### config.mk
export PLATFORM = sky130hd
export DESIGN_NAME = decode_issue
export DESIGN_NICKNAME = d
export VERILOG_FILES = /design/src/source/isa_pkg.sv /design/src/source/reg_read_count.sv /design/src/source/reg_dest_decode.sv /design/src/source/reg_file.sv /design/src/source/scoreboard.sv /design/src/source/decode_issue.sv
export SDC_FILE = /design/constraint.sdc
export NUM_CORES = 1
export LEC_CHECK = 0
export BUFFER_PORTS_ARGS = -buffer_cell sky130_fd_sc_hd__buf_2
export CAP_MARGIN = 10
export CORE_ASPECT_RATIO = 0.7
export CORE_MARGIN = 2
export CORE_UTILIZATION = 36
export CTS_CLUSTER_DIAMETER = 60
export CTS_CLUSTER_SIZE = 12
export DETAILED_ROUTE_END_ITERATION = 6
export PLACE_DENSITY = 0.58
export SLEW_MARGIN = 5
export SYNTH_ARGS = -nofsm -noshare
export SYNTH_HDL_FRONTEND = slang
export SYNTH_SLANG_ARGS = --single-unit
### constraint.sdc
create_clock -name clk -period 18.05 [get_ports clk]
set_input_delay 3.61 -clock clk [delete_from_list [all_inputs] [get_ports clk]]
set_output_delay 3.61 -clock clk [all_outputs]
set_load 0.01 [all_outputs]
### src/source/isa_pkg.sv
`default_nettype none

// opcode, register and read-count definitions for the 16-bit core.
package isa_pkg;

	typedef logic [4:0] opcode_t;      // instr[15:11].
	typedef logic [2:0] reg_idx_t;     // register number.
	typedef logic [1:0] read_count_t;  // 0, 1 or 2 sources.

	localparam int num_regs = 8;            // architectural registers.
	localparam reg_idx_t link_reg = 3'd7;   // return address for jal/jalr.

	// control and jumps.
	localparam opcode_t op_halt = 5'b00000;
	localparam opcode_t op_nop  = 5'b00001;
	localparam opcode_t op_j    = 5'b00100;
	localparam opcode_t op_jr   = 5'b00101;
	localparam opcode_t op_jal  = 5'b00110;
	localparam opcode_t op_jalr = 5'b00111;

	// immediate alu, rd in bits 7:5.
	localparam opcode_t op_addi  = 5'b01000;
	localparam opcode_t op_subi  = 5'b01001;
	localparam opcode_t op_xori  = 5'b01010;
	localparam opcode_t op_andni = 5'b01011;
	localparam opcode_t op_roli  = 5'b10100;
	localparam opcode_t op_slli  = 5'b10101;
	localparam opcode_t op_rori  = 5'b10110;
	localparam opcode_t op_srli  = 5'b10111;

	// branches, test rs only.
	localparam opcode_t op_beqz = 5'b01100;
	localparam opcode_t op_bnez = 5'b01101;
	localparam opcode_t op_bltz = 5'b01110;
	localparam opcode_t op_bgez = 5'b01111;

	// memory and immediate loads.
	localparam opcode_t op_st   = 5'b10000;
	localparam opcode_t op_ld   = 5'b10001;
	localparam opcode_t op_slbi = 5'b10010;
	localparam opcode_t op_stu  = 5'b10011;
	localparam opcode_t op_lbi  = 5'b11000;
	localparam opcode_t op_btr  = 5'b11001;

	// register-register formats, rd in bits 4:2.
	localparam opcode_t op_alu_shift = 5'b11010;  // rol, sll, ror, srl.
	localparam opcode_t op_alu_arith = 5'b11011;  // add, sub, xor, andn.
	localparam opcode_t op_seq = 5'b11100;
	localparam opcode_t op_slt = 5'b11101;
	localparam opcode_t op_sle = 5'b11110;
	localparam opcode_t op_sco = 5'b11111;

endpackage

`default_nettype wire

### src/source/reg_read_count.sv
`default_nettype none

// number of source registers an instruction reads.
module reg_read_count (
	input wire [15:0] instr,
	output isa_pkg::read_count_t num
);
	import isa_pkg::*;

	opcode_t opcode;

	assign opcode = instr[15:11];

	always_comb begin
		case (opcode)
			// no register sources.
			op_halt,
			op_nop,
			op_j,
			op_jal,
			op_lbi: begin
				num = 2'd0;
			end
			// rs only.
			op_addi,
			op_subi,
			op_xori,
			op_andni,
			op_roli,
			op_slli,
			op_rori,
			op_srli: begin
				num = 2'd1;  // immediate alu.
			end
			op_ld,
			op_slbi: begin
				num = 2'd1;  // address base or shifted rs.
			end
			op_jr,
			op_jalr: begin
				num = 2'd1;  // jump target base.
			end
			op_beqz,
			op_bnez,
			op_bltz,
			op_bgez,
			op_btr: begin
				num = 2'd1;  // branch test or bit reverse.
			end
			// rs and rt.
			op_st,
			op_stu: begin
				num = 2'd2;  // base plus store data.
			end
			op_alu_arith,
			op_alu_shift: begin
				num = 2'd2;
			end
			op_seq,
			op_slt,
			op_sle,
			op_sco: begin
				num = 2'd2;  // compare formats.
			end
			default: begin
				num = 2'd0;  // unknown opcode reads nothing.
			end
		endcase
	end

endmodule

`default_nettype wire

### src/source/reg_dest_decode.sv
`default_nettype none

// destination register and write flag by opcode class.
module reg_dest_decode (
	input wire [15:0] instr,
	output isa_pkg::reg_idx_t dest,
	output logic writes
);
	import isa_pkg::*;

	opcode_t opcode;
	reg_idx_t fld_hi;   // bits 10:8.
	reg_idx_t fld_mid;  // bits 7:5.
	reg_idx_t fld_lo;   // bits 4:2.

	assign opcode = instr[15:11];
	assign fld_hi = instr[10:8];
	assign fld_mid = instr[7:5];
	assign fld_lo = instr[4:2];

	always_comb begin
		dest = '0;     // don't care when writes is low.
		writes = 1'b0;
		case (opcode)
			// i-format, rd in the middle field.
			op_addi,
			op_subi,
			op_xori,
			op_andni,
			op_roli,
			op_slli,
			op_rori,
			op_srli,
			op_ld: begin
				dest = fld_mid;
				writes = 1'b1;
			end
			// rs is also the target here.
			op_stu,
			op_lbi,
			op_slbi: begin
				dest = fld_hi;
				writes = 1'b1;
			end
			// r-format, rd in the low field.
			op_btr,
			op_alu_arith,
			op_alu_shift,
			op_seq,
			op_slt,
			op_sle,
			op_sco: begin
				dest = fld_lo;
				writes = 1'b1;
			end
			// link writes pc+2 into r7.
			op_jal,
			op_jalr: begin
				dest = link_reg;
				writes = 1'b1;
			end
			default: begin
				// stores, branches, jumps, halt, nop.
				dest = '0;
				writes = 1'b0;
			end
		endcase
	end

endmodule

`default_nettype wire

### src/source/reg_file.sv
`default_nettype none

// eight registers, two async reads, one sync write.
module reg_file #(
	parameter int data_width = 16
) (
	input wire clk,
	input wire rst,
	input wire isa_pkg::reg_idx_t rd_addr_a,
	input wire isa_pkg::reg_idx_t rd_addr_b,
	input wire wr_en,
	input wire isa_pkg::reg_idx_t wr_addr,
	input wire [data_width-1:0] wr_data,
	output logic [data_width-1:0] rd_data_a,
	output logic [data_width-1:0] rd_data_b
);
	import isa_pkg::*;

	logic [data_width-1:0] regs [num_regs];
	logic hit_a;  // port a reads the register being written.
	logic hit_b;

	always_ff @(posedge clk) begin
		if (rst) begin
			for (int i = 0; i < num_regs; i++) begin
				regs[i] <= '0;  // all registers start at zero.
			end
		end else if (wr_en) begin
			regs[wr_addr] <= wr_data;
		end
	end

	assign hit_a = wr_en && (wr_addr == rd_addr_a);
	assign hit_b = wr_en && (wr_addr == rd_addr_b);

	// bypass so a same-cycle write-back is seen by the reader.
	assign rd_data_a = hit_a ? wr_data : regs[rd_addr_a];
	assign rd_data_b = hit_b ? wr_data : regs[rd_addr_b];

endmodule

`default_nettype wire

### src/source/scoreboard.sv
`default_nettype none

// one pending bit per register, raw and waw stall.
module scoreboard (
	input wire clk,
	input wire rst,
	input wire isa_pkg::read_count_t num,
	input wire isa_pkg::reg_idx_t src_a,
	input wire isa_pkg::reg_idx_t src_b,
	input wire isa_pkg::reg_idx_t dest,
	input wire writes,
	input wire want,    // instruction waiting at the input.
	input wire issue,   // accepted this edge.
	input wire clear_en,
	input wire isa_pkg::reg_idx_t clear_reg,
	output logic stall
);
	import isa_pkg::*;

	logic [num_regs-1:0] pending;
	logic [num_regs-1:0] clear_mask;
	logic [num_regs-1:0] set_mask;
	logic [num_regs-1:0] live;   // pending minus this cycle's write-back.
	logic raw_a;
	logic raw_b;
	logic waw;

	always_comb begin
		clear_mask = '0;
		if (clear_en) clear_mask[clear_reg] = 1'b1;
	end

	// issue depends on stall, so the set side stays apart from the clear side.
	always_comb begin
		set_mask = '0;
		if (issue && writes) set_mask[dest] = 1'b1;
	end

	assign live = pending & ~clear_mask;

	// rs checked for 1 or 2 reads, rt only for 2.
	assign raw_a = (num != 2'd0) && live[src_a];
	assign raw_b = (num == 2'd2) && live[src_b];
	assign waw = writes && live[dest];

	assign stall = want && (raw_a || raw_b || waw);

	always_ff @(posedge clk) begin
		if (rst) begin
			pending <= '0;
		end else begin
			pending <= (pending & ~clear_mask) | set_mask;  // set wins.
		end
	end

endmodule

`default_nettype wire

### src/source/decode_issue.sv
`default_nettype none

// decode and issue stage with scoreboard and register file.
module decode_issue #(
	parameter int data_width = 16
) (
	input wire clk,
	input wire rst,
	input wire instr_valid,
	input wire [15:0] instr,
	input wire wb_en,
	input wire isa_pkg::reg_idx_t wb_reg,
	input wire [data_width-1:0] wb_data,
	output logic stall,
	output logic issue_valid,
	output logic [15:0] issue_instr,
	output logic [data_width-1:0] src1_data,
	output logic [data_width-1:0] src2_data
);
	import isa_pkg::*;

	read_count_t num_reads;
	reg_idx_t rs;
	reg_idx_t rt;
	reg_idx_t dest;
	logic writes;
	logic issue;
	logic [data_width-1:0] rd_data_a;
	logic [data_width-1:0] rd_data_b;
	logic [data_width-1:0] src1_next;
	logic [data_width-1:0] src2_next;

	assign rs = instr[10:8];
	assign rt = instr[7:5];

	reg_read_count u_read_count (
		.instr (instr),
		.num   (num_reads)
	);

	reg_dest_decode u_dest_decode (
		.instr  (instr),
		.dest   (dest),
		.writes (writes)
	);

	reg_file #(
		.data_width (data_width)
	) u_reg_file (
		.clk       (clk),
		.rst       (rst),
		.rd_addr_a (rs),
		.rd_addr_b (rt),
		.wr_en     (wb_en),
		.wr_addr   (wb_reg),
		.wr_data   (wb_data),
		.rd_data_a (rd_data_a),
		.rd_data_b (rd_data_b)
	);

	scoreboard u_scoreboard (
		.clk       (clk),
		.rst       (rst),
		.num       (num_reads),
		.src_a     (rs),
		.src_b     (rt),
		.dest      (dest),
		.writes    (writes),
		.want      (instr_valid),
		.issue     (issue),
		.clear_en  (wb_en),
		.clear_reg (wb_reg),
		.stall     (stall)
	);

	assign issue = instr_valid && !stall;  // accept this edge.

	// unread sources go out as zero.
	assign src1_next = (num_reads != 2'd0) ? rd_data_a : '0;
	assign src2_next = (num_reads == 2'd2) ? rd_data_b : '0;

	always_ff @(posedge clk) begin
		if (rst) begin
			issue_valid <= 1'b0;
		end else begin
			issue_valid <= issue;  // one cycle per accept.
		end
	end

	// payload only loads on accept.
	always_ff @(posedge clk) begin
		if (issue) begin
			issue_instr <= instr;
			src1_data <= src1_next;
			src2_data <= src2_next;
		end
	end

endmodule

`default_nettype wire

==> metrics.md <==
| Metric | Value |
|---|---|
| Run status | complete, no violations |
| FF-to-FF Start | u_scoreboard.pending[0]$_SDFF_PP0_ |
| Remaining DRCs | 0 |
| Slew margin rel. | 17.3% |
| Synth Instances | around 670 |
| Hold wc startpoint | u_scoreboard.pending[7]$_SDFF_PP0_ |
| Main synth FF type | edfxtp_1 |
| Initial drt markers | 639 |
| Final min period | 10.08 ns |
| Crit start category | input pin |
| Gr usage total | 19.2% |
| First-pass GRT wire length | between 30,000 and 40,000 um |
| TritonCTS buffer count | 17 |
| Commonest non-fill, non-tap cell in the layout | edfxtp_1 |
| Fraction of layout cells with a size suffix above 1 | 28.9% |
| Die area | between 0.02 and 0.03 mm^2 |
| Synth Area in XOR/XNOR | 0.544% |
| Setup Viol. Count Final | 0 |
| Crit end category | output pin |
| Root buffer cell | clkbuf_16 |
| CTS clk-pin slew, worst paths | roughly 0.070 ns |
| H-tree depth | 4 |
| Max-slew violation count | 0 |
| Post-Synth Adder-Cell Area | 0.518% |
| Initial core utilization | 36.4% |
| Finished Core Util | a little over two fifths |
| Arr. time, crit path | between 6 and 7 ns |
| Worst reg-to-reg setup slack | 15.61 ns |
| Flops & latches, synth | 185 |
| Placed Cells | 1,089 |
| Hold buffer count at CTS | 0 |
| Post-synth EDFFs | 176 |
| Core Area | 0.0265 mm^2 |
| Reg2Reg Depth | 7 |
| Power density over the cells | 95.2 mW/mm^2 |
| Post-CTS setup buffer count | 0 |
| CP Max Fanout | 5 |
| Hold EP | u_scoreboard.pending[7]$_SDFF_PP0_ |
| Largest net degree at the start of global routing | 49 |
| Number of global-route vias before repair | between 5,000 and 6,000 |
| Syn nets | roughly 700 |
| Sequential area share after synthesis | 56.6% |
| Most frequent cells in the layout | 176 x edfxtp_1, 130 x and2_1, 88 x buf_2 |
| Die height | 141 um |
| Slew @ Worst Pin | 1.23 ns |
| Fin crit share | 55.8% |
| TritonCTS Sinks | around 190 |
| Mux contribution to synthesized area | 18.7% |
| Syn Area/Cell | 14.4 um^2 |
| Largest family of logic cells by synthesized area | multiplexers |
| Via count | between 6,000 and 7,000 |
| I/O pin total | 89 |
| Reg-to-Reg End | src2_data[13]$_SDFFCE_PN0P_ |
| Drt first pass iters | 5 |
| Port Buf Inserts | 88 |
| Max VDD drop | approximately 0.06 mV |
| FMAX | 0.0992 GHz |
| Clock buffer depth | 2 |
| Power Total | 1.05 mW |
| Final hold viol count | 0 |
| Area Growth Syn to Fin | 14.4% |
| Final nets | 787 |
| Hpwl dp | 15,900 um |
| TritonCTS clock tree | done |
| Post-Synth Simple-Gate Area | 14.7% |
| Clock latency on the worst-skew pair | ~0.43 ns |
| Hold Path Depth | 2 |
| Post-Route Skew | about 0.011 ns |
| Maxcap violations | 0 |
| RSZ-0062 raised after global routing | false |
| Cell variety after synth | 53 |
| Vias per cell | 5.53 |
| TNS Setup | 0 ns |
| Synth Warn # | 0 |
| Synthesized area | around 0.0097 mm^2 |
| Wirelength per Cell | 23.5 um |
| Required time worst endpoint | between 10 and 15 ns |
| Hold WC Path Type | reg2reg |
| Lkg Pwr | slightly below 4 nW |
| Asr flop ratio synth | 0% |
| ANT nets after route | 0 |
| Initial antenna violation count | 1 |
| Post-CTS Resized | 0 |
| Final Non-Filler Cells | between 1,000 and 1,500 |
| Die X | ~200 um |
| Gp weighted congestion | approximately 0.83 |
| Compound-gate portion of the synthesized area | about 6.5% |
| Total Routed Length | between 20,000 and 30,000 um |
| Total congestion overflow | 0 |
| Setup Crit Path Kind | in2out |
| # rows | 50 |
[sequential cells by signal (all words and copies together) (netlist names)]
signal and count:
src1_data 16, src2_data 16, issue_instr 16, issue_valid 1, u_scoreboard.pending 8, u_reg_file.regs 128
[area by class of cell]
cell class                 count  area [um^2]
clock inverter                15          165
sequential                   185         5470
tap                          364          455
timing repair buffer          98          515
clock buffer                  17          425
antenna                        1         2.50
multi-input combinational    432         3980
inverter                      10         37.5
fill                        2454        15500
[worst max-delay path by stage]
stage	startpoint	endpoint	slack [ns]	cells after the start
6_report	instr[12]	stall	7.97	11
5_1_grt	instr[12]	stall	7.77	11
4_1_cts	instr[12]	stall	7.97	11
3_5_place_dp	instr[12]	stall	7.98	11
3_3_place_gp	instr[12]	stall	8.14	11
2_1_floorplan	instr[12]	stall	8.69	9
[cells by family after synthesis]
family,Yosys count
AOI/OAI and AO/OA,81
xor gates and xnor gates,6
muxes,98
DFF,185
buffers and inverters,55
adders and majority gates,4
and+or+nand+nor,243
[critical path, cell delays in order]
cell and delay, ns:
buf_2 0.14, inv_1 0.07, ha_1 0.25, a2111oi_2 0.40
nor2_1 0.16, a221oi_1 0.66, a21oi_1 0.15, a2111o_1 0.47
and2_1 0.21, o211a_1 0.23, buf_2 0.13
[cells in the mapped netlist (all sizes together), types with 2 or more instances]
| library cell | number | area [um^2] |
|---|---|---|
| o221ai | 2 | 17.5 |
| nand2b | 13 | 81.3 |
| nand2 | 16 | 60.1 |
| a221oi | 2 | 17.5 |
| nor4b | 2 | 23.8 |
| o32ai | 4 | 35.0 |
| a211oi | 33 | 248 |
| ha | 4 | 50.1 |
| edfxtp | 176 | 5290 |
| clkbuf | 30 | 113 |
| a2111oi | 2 | 25.0 |
| o211a | 2 | 20.0 |
| o211ai | 2 | 15.0 |
| o22ai | 11 | 75.1 |
| nor2b | 2 | 12.5 |
| a221o | 3 | 30.0 |
| dfxtp | 9 | 180 |
| buf | 15 | 85.1 |
| nand3 | 4 | 25.0 |
| nand4 | 4 | 25.0 |
| a21o | 4 | 30.0 |
| nor2 | 46 | 173 |
| inv | 10 | 37.5 |
| nor4 | 2 | 12.5 |
| or2 | 8 | 50.1 |
| mux4 | 66 | 1490 |
| a21oi | 6 | 30.0 |
| xnor2 | 6 | 52.6 |
| and4bb | 3 | 37.5 |
| nor3 | 3 | 15.0 |
| mux2i | 32 | 320 |
| o2bb2ai | 2 | 17.5 |
| and4b | 3 | 30.0 |
| and2 | 130 | 813 |
| o21ai | 3 | 15.0 |
| nand3b | 2 | 15.0 |
[power breakdown]
group	internal (mW)	leakage, nW	total (mW)	switching [mW]
logic	0.0592	1.92	0.146	0.0867
clock network	0.207	0.285	0.382	0.175
registers	0.510	1.77	0.523	0.0130
total	0.776	3.97	1.05	0.275
[layer usage]
metal / track usage [%] / up-vias / wire length, um
li1: - / 2749 / -
met1: 28.7 / 3185 / 12200
met3: 3.64 / 25 / 1940
met5: 0 / - / 0
met4: 5.07 / 0 / 359
met2: 28.5 / 241 / 11800
[per-stage QoR]
| step | instance area [um^2] | setup slack (ns) | hold WS, ns |
|---|---|---|---|
| 2_1_floorplan | 9660 | 8.69 | 0.482 |
| 3_3_place_gp | 10500 | 8.14 | 0.536 |
| 3_5_place_dp | 10500 | 7.98 | 0.514 |
| 4_1_cts | 11000 | 7.97 | 0.528 |
| 5_1_grt | 11000 | 7.77 | 0.553 |
| 6_report | 11000 | 7.97 | 0.532 |
Note: power is estimated with default switching activity, not from simulation.
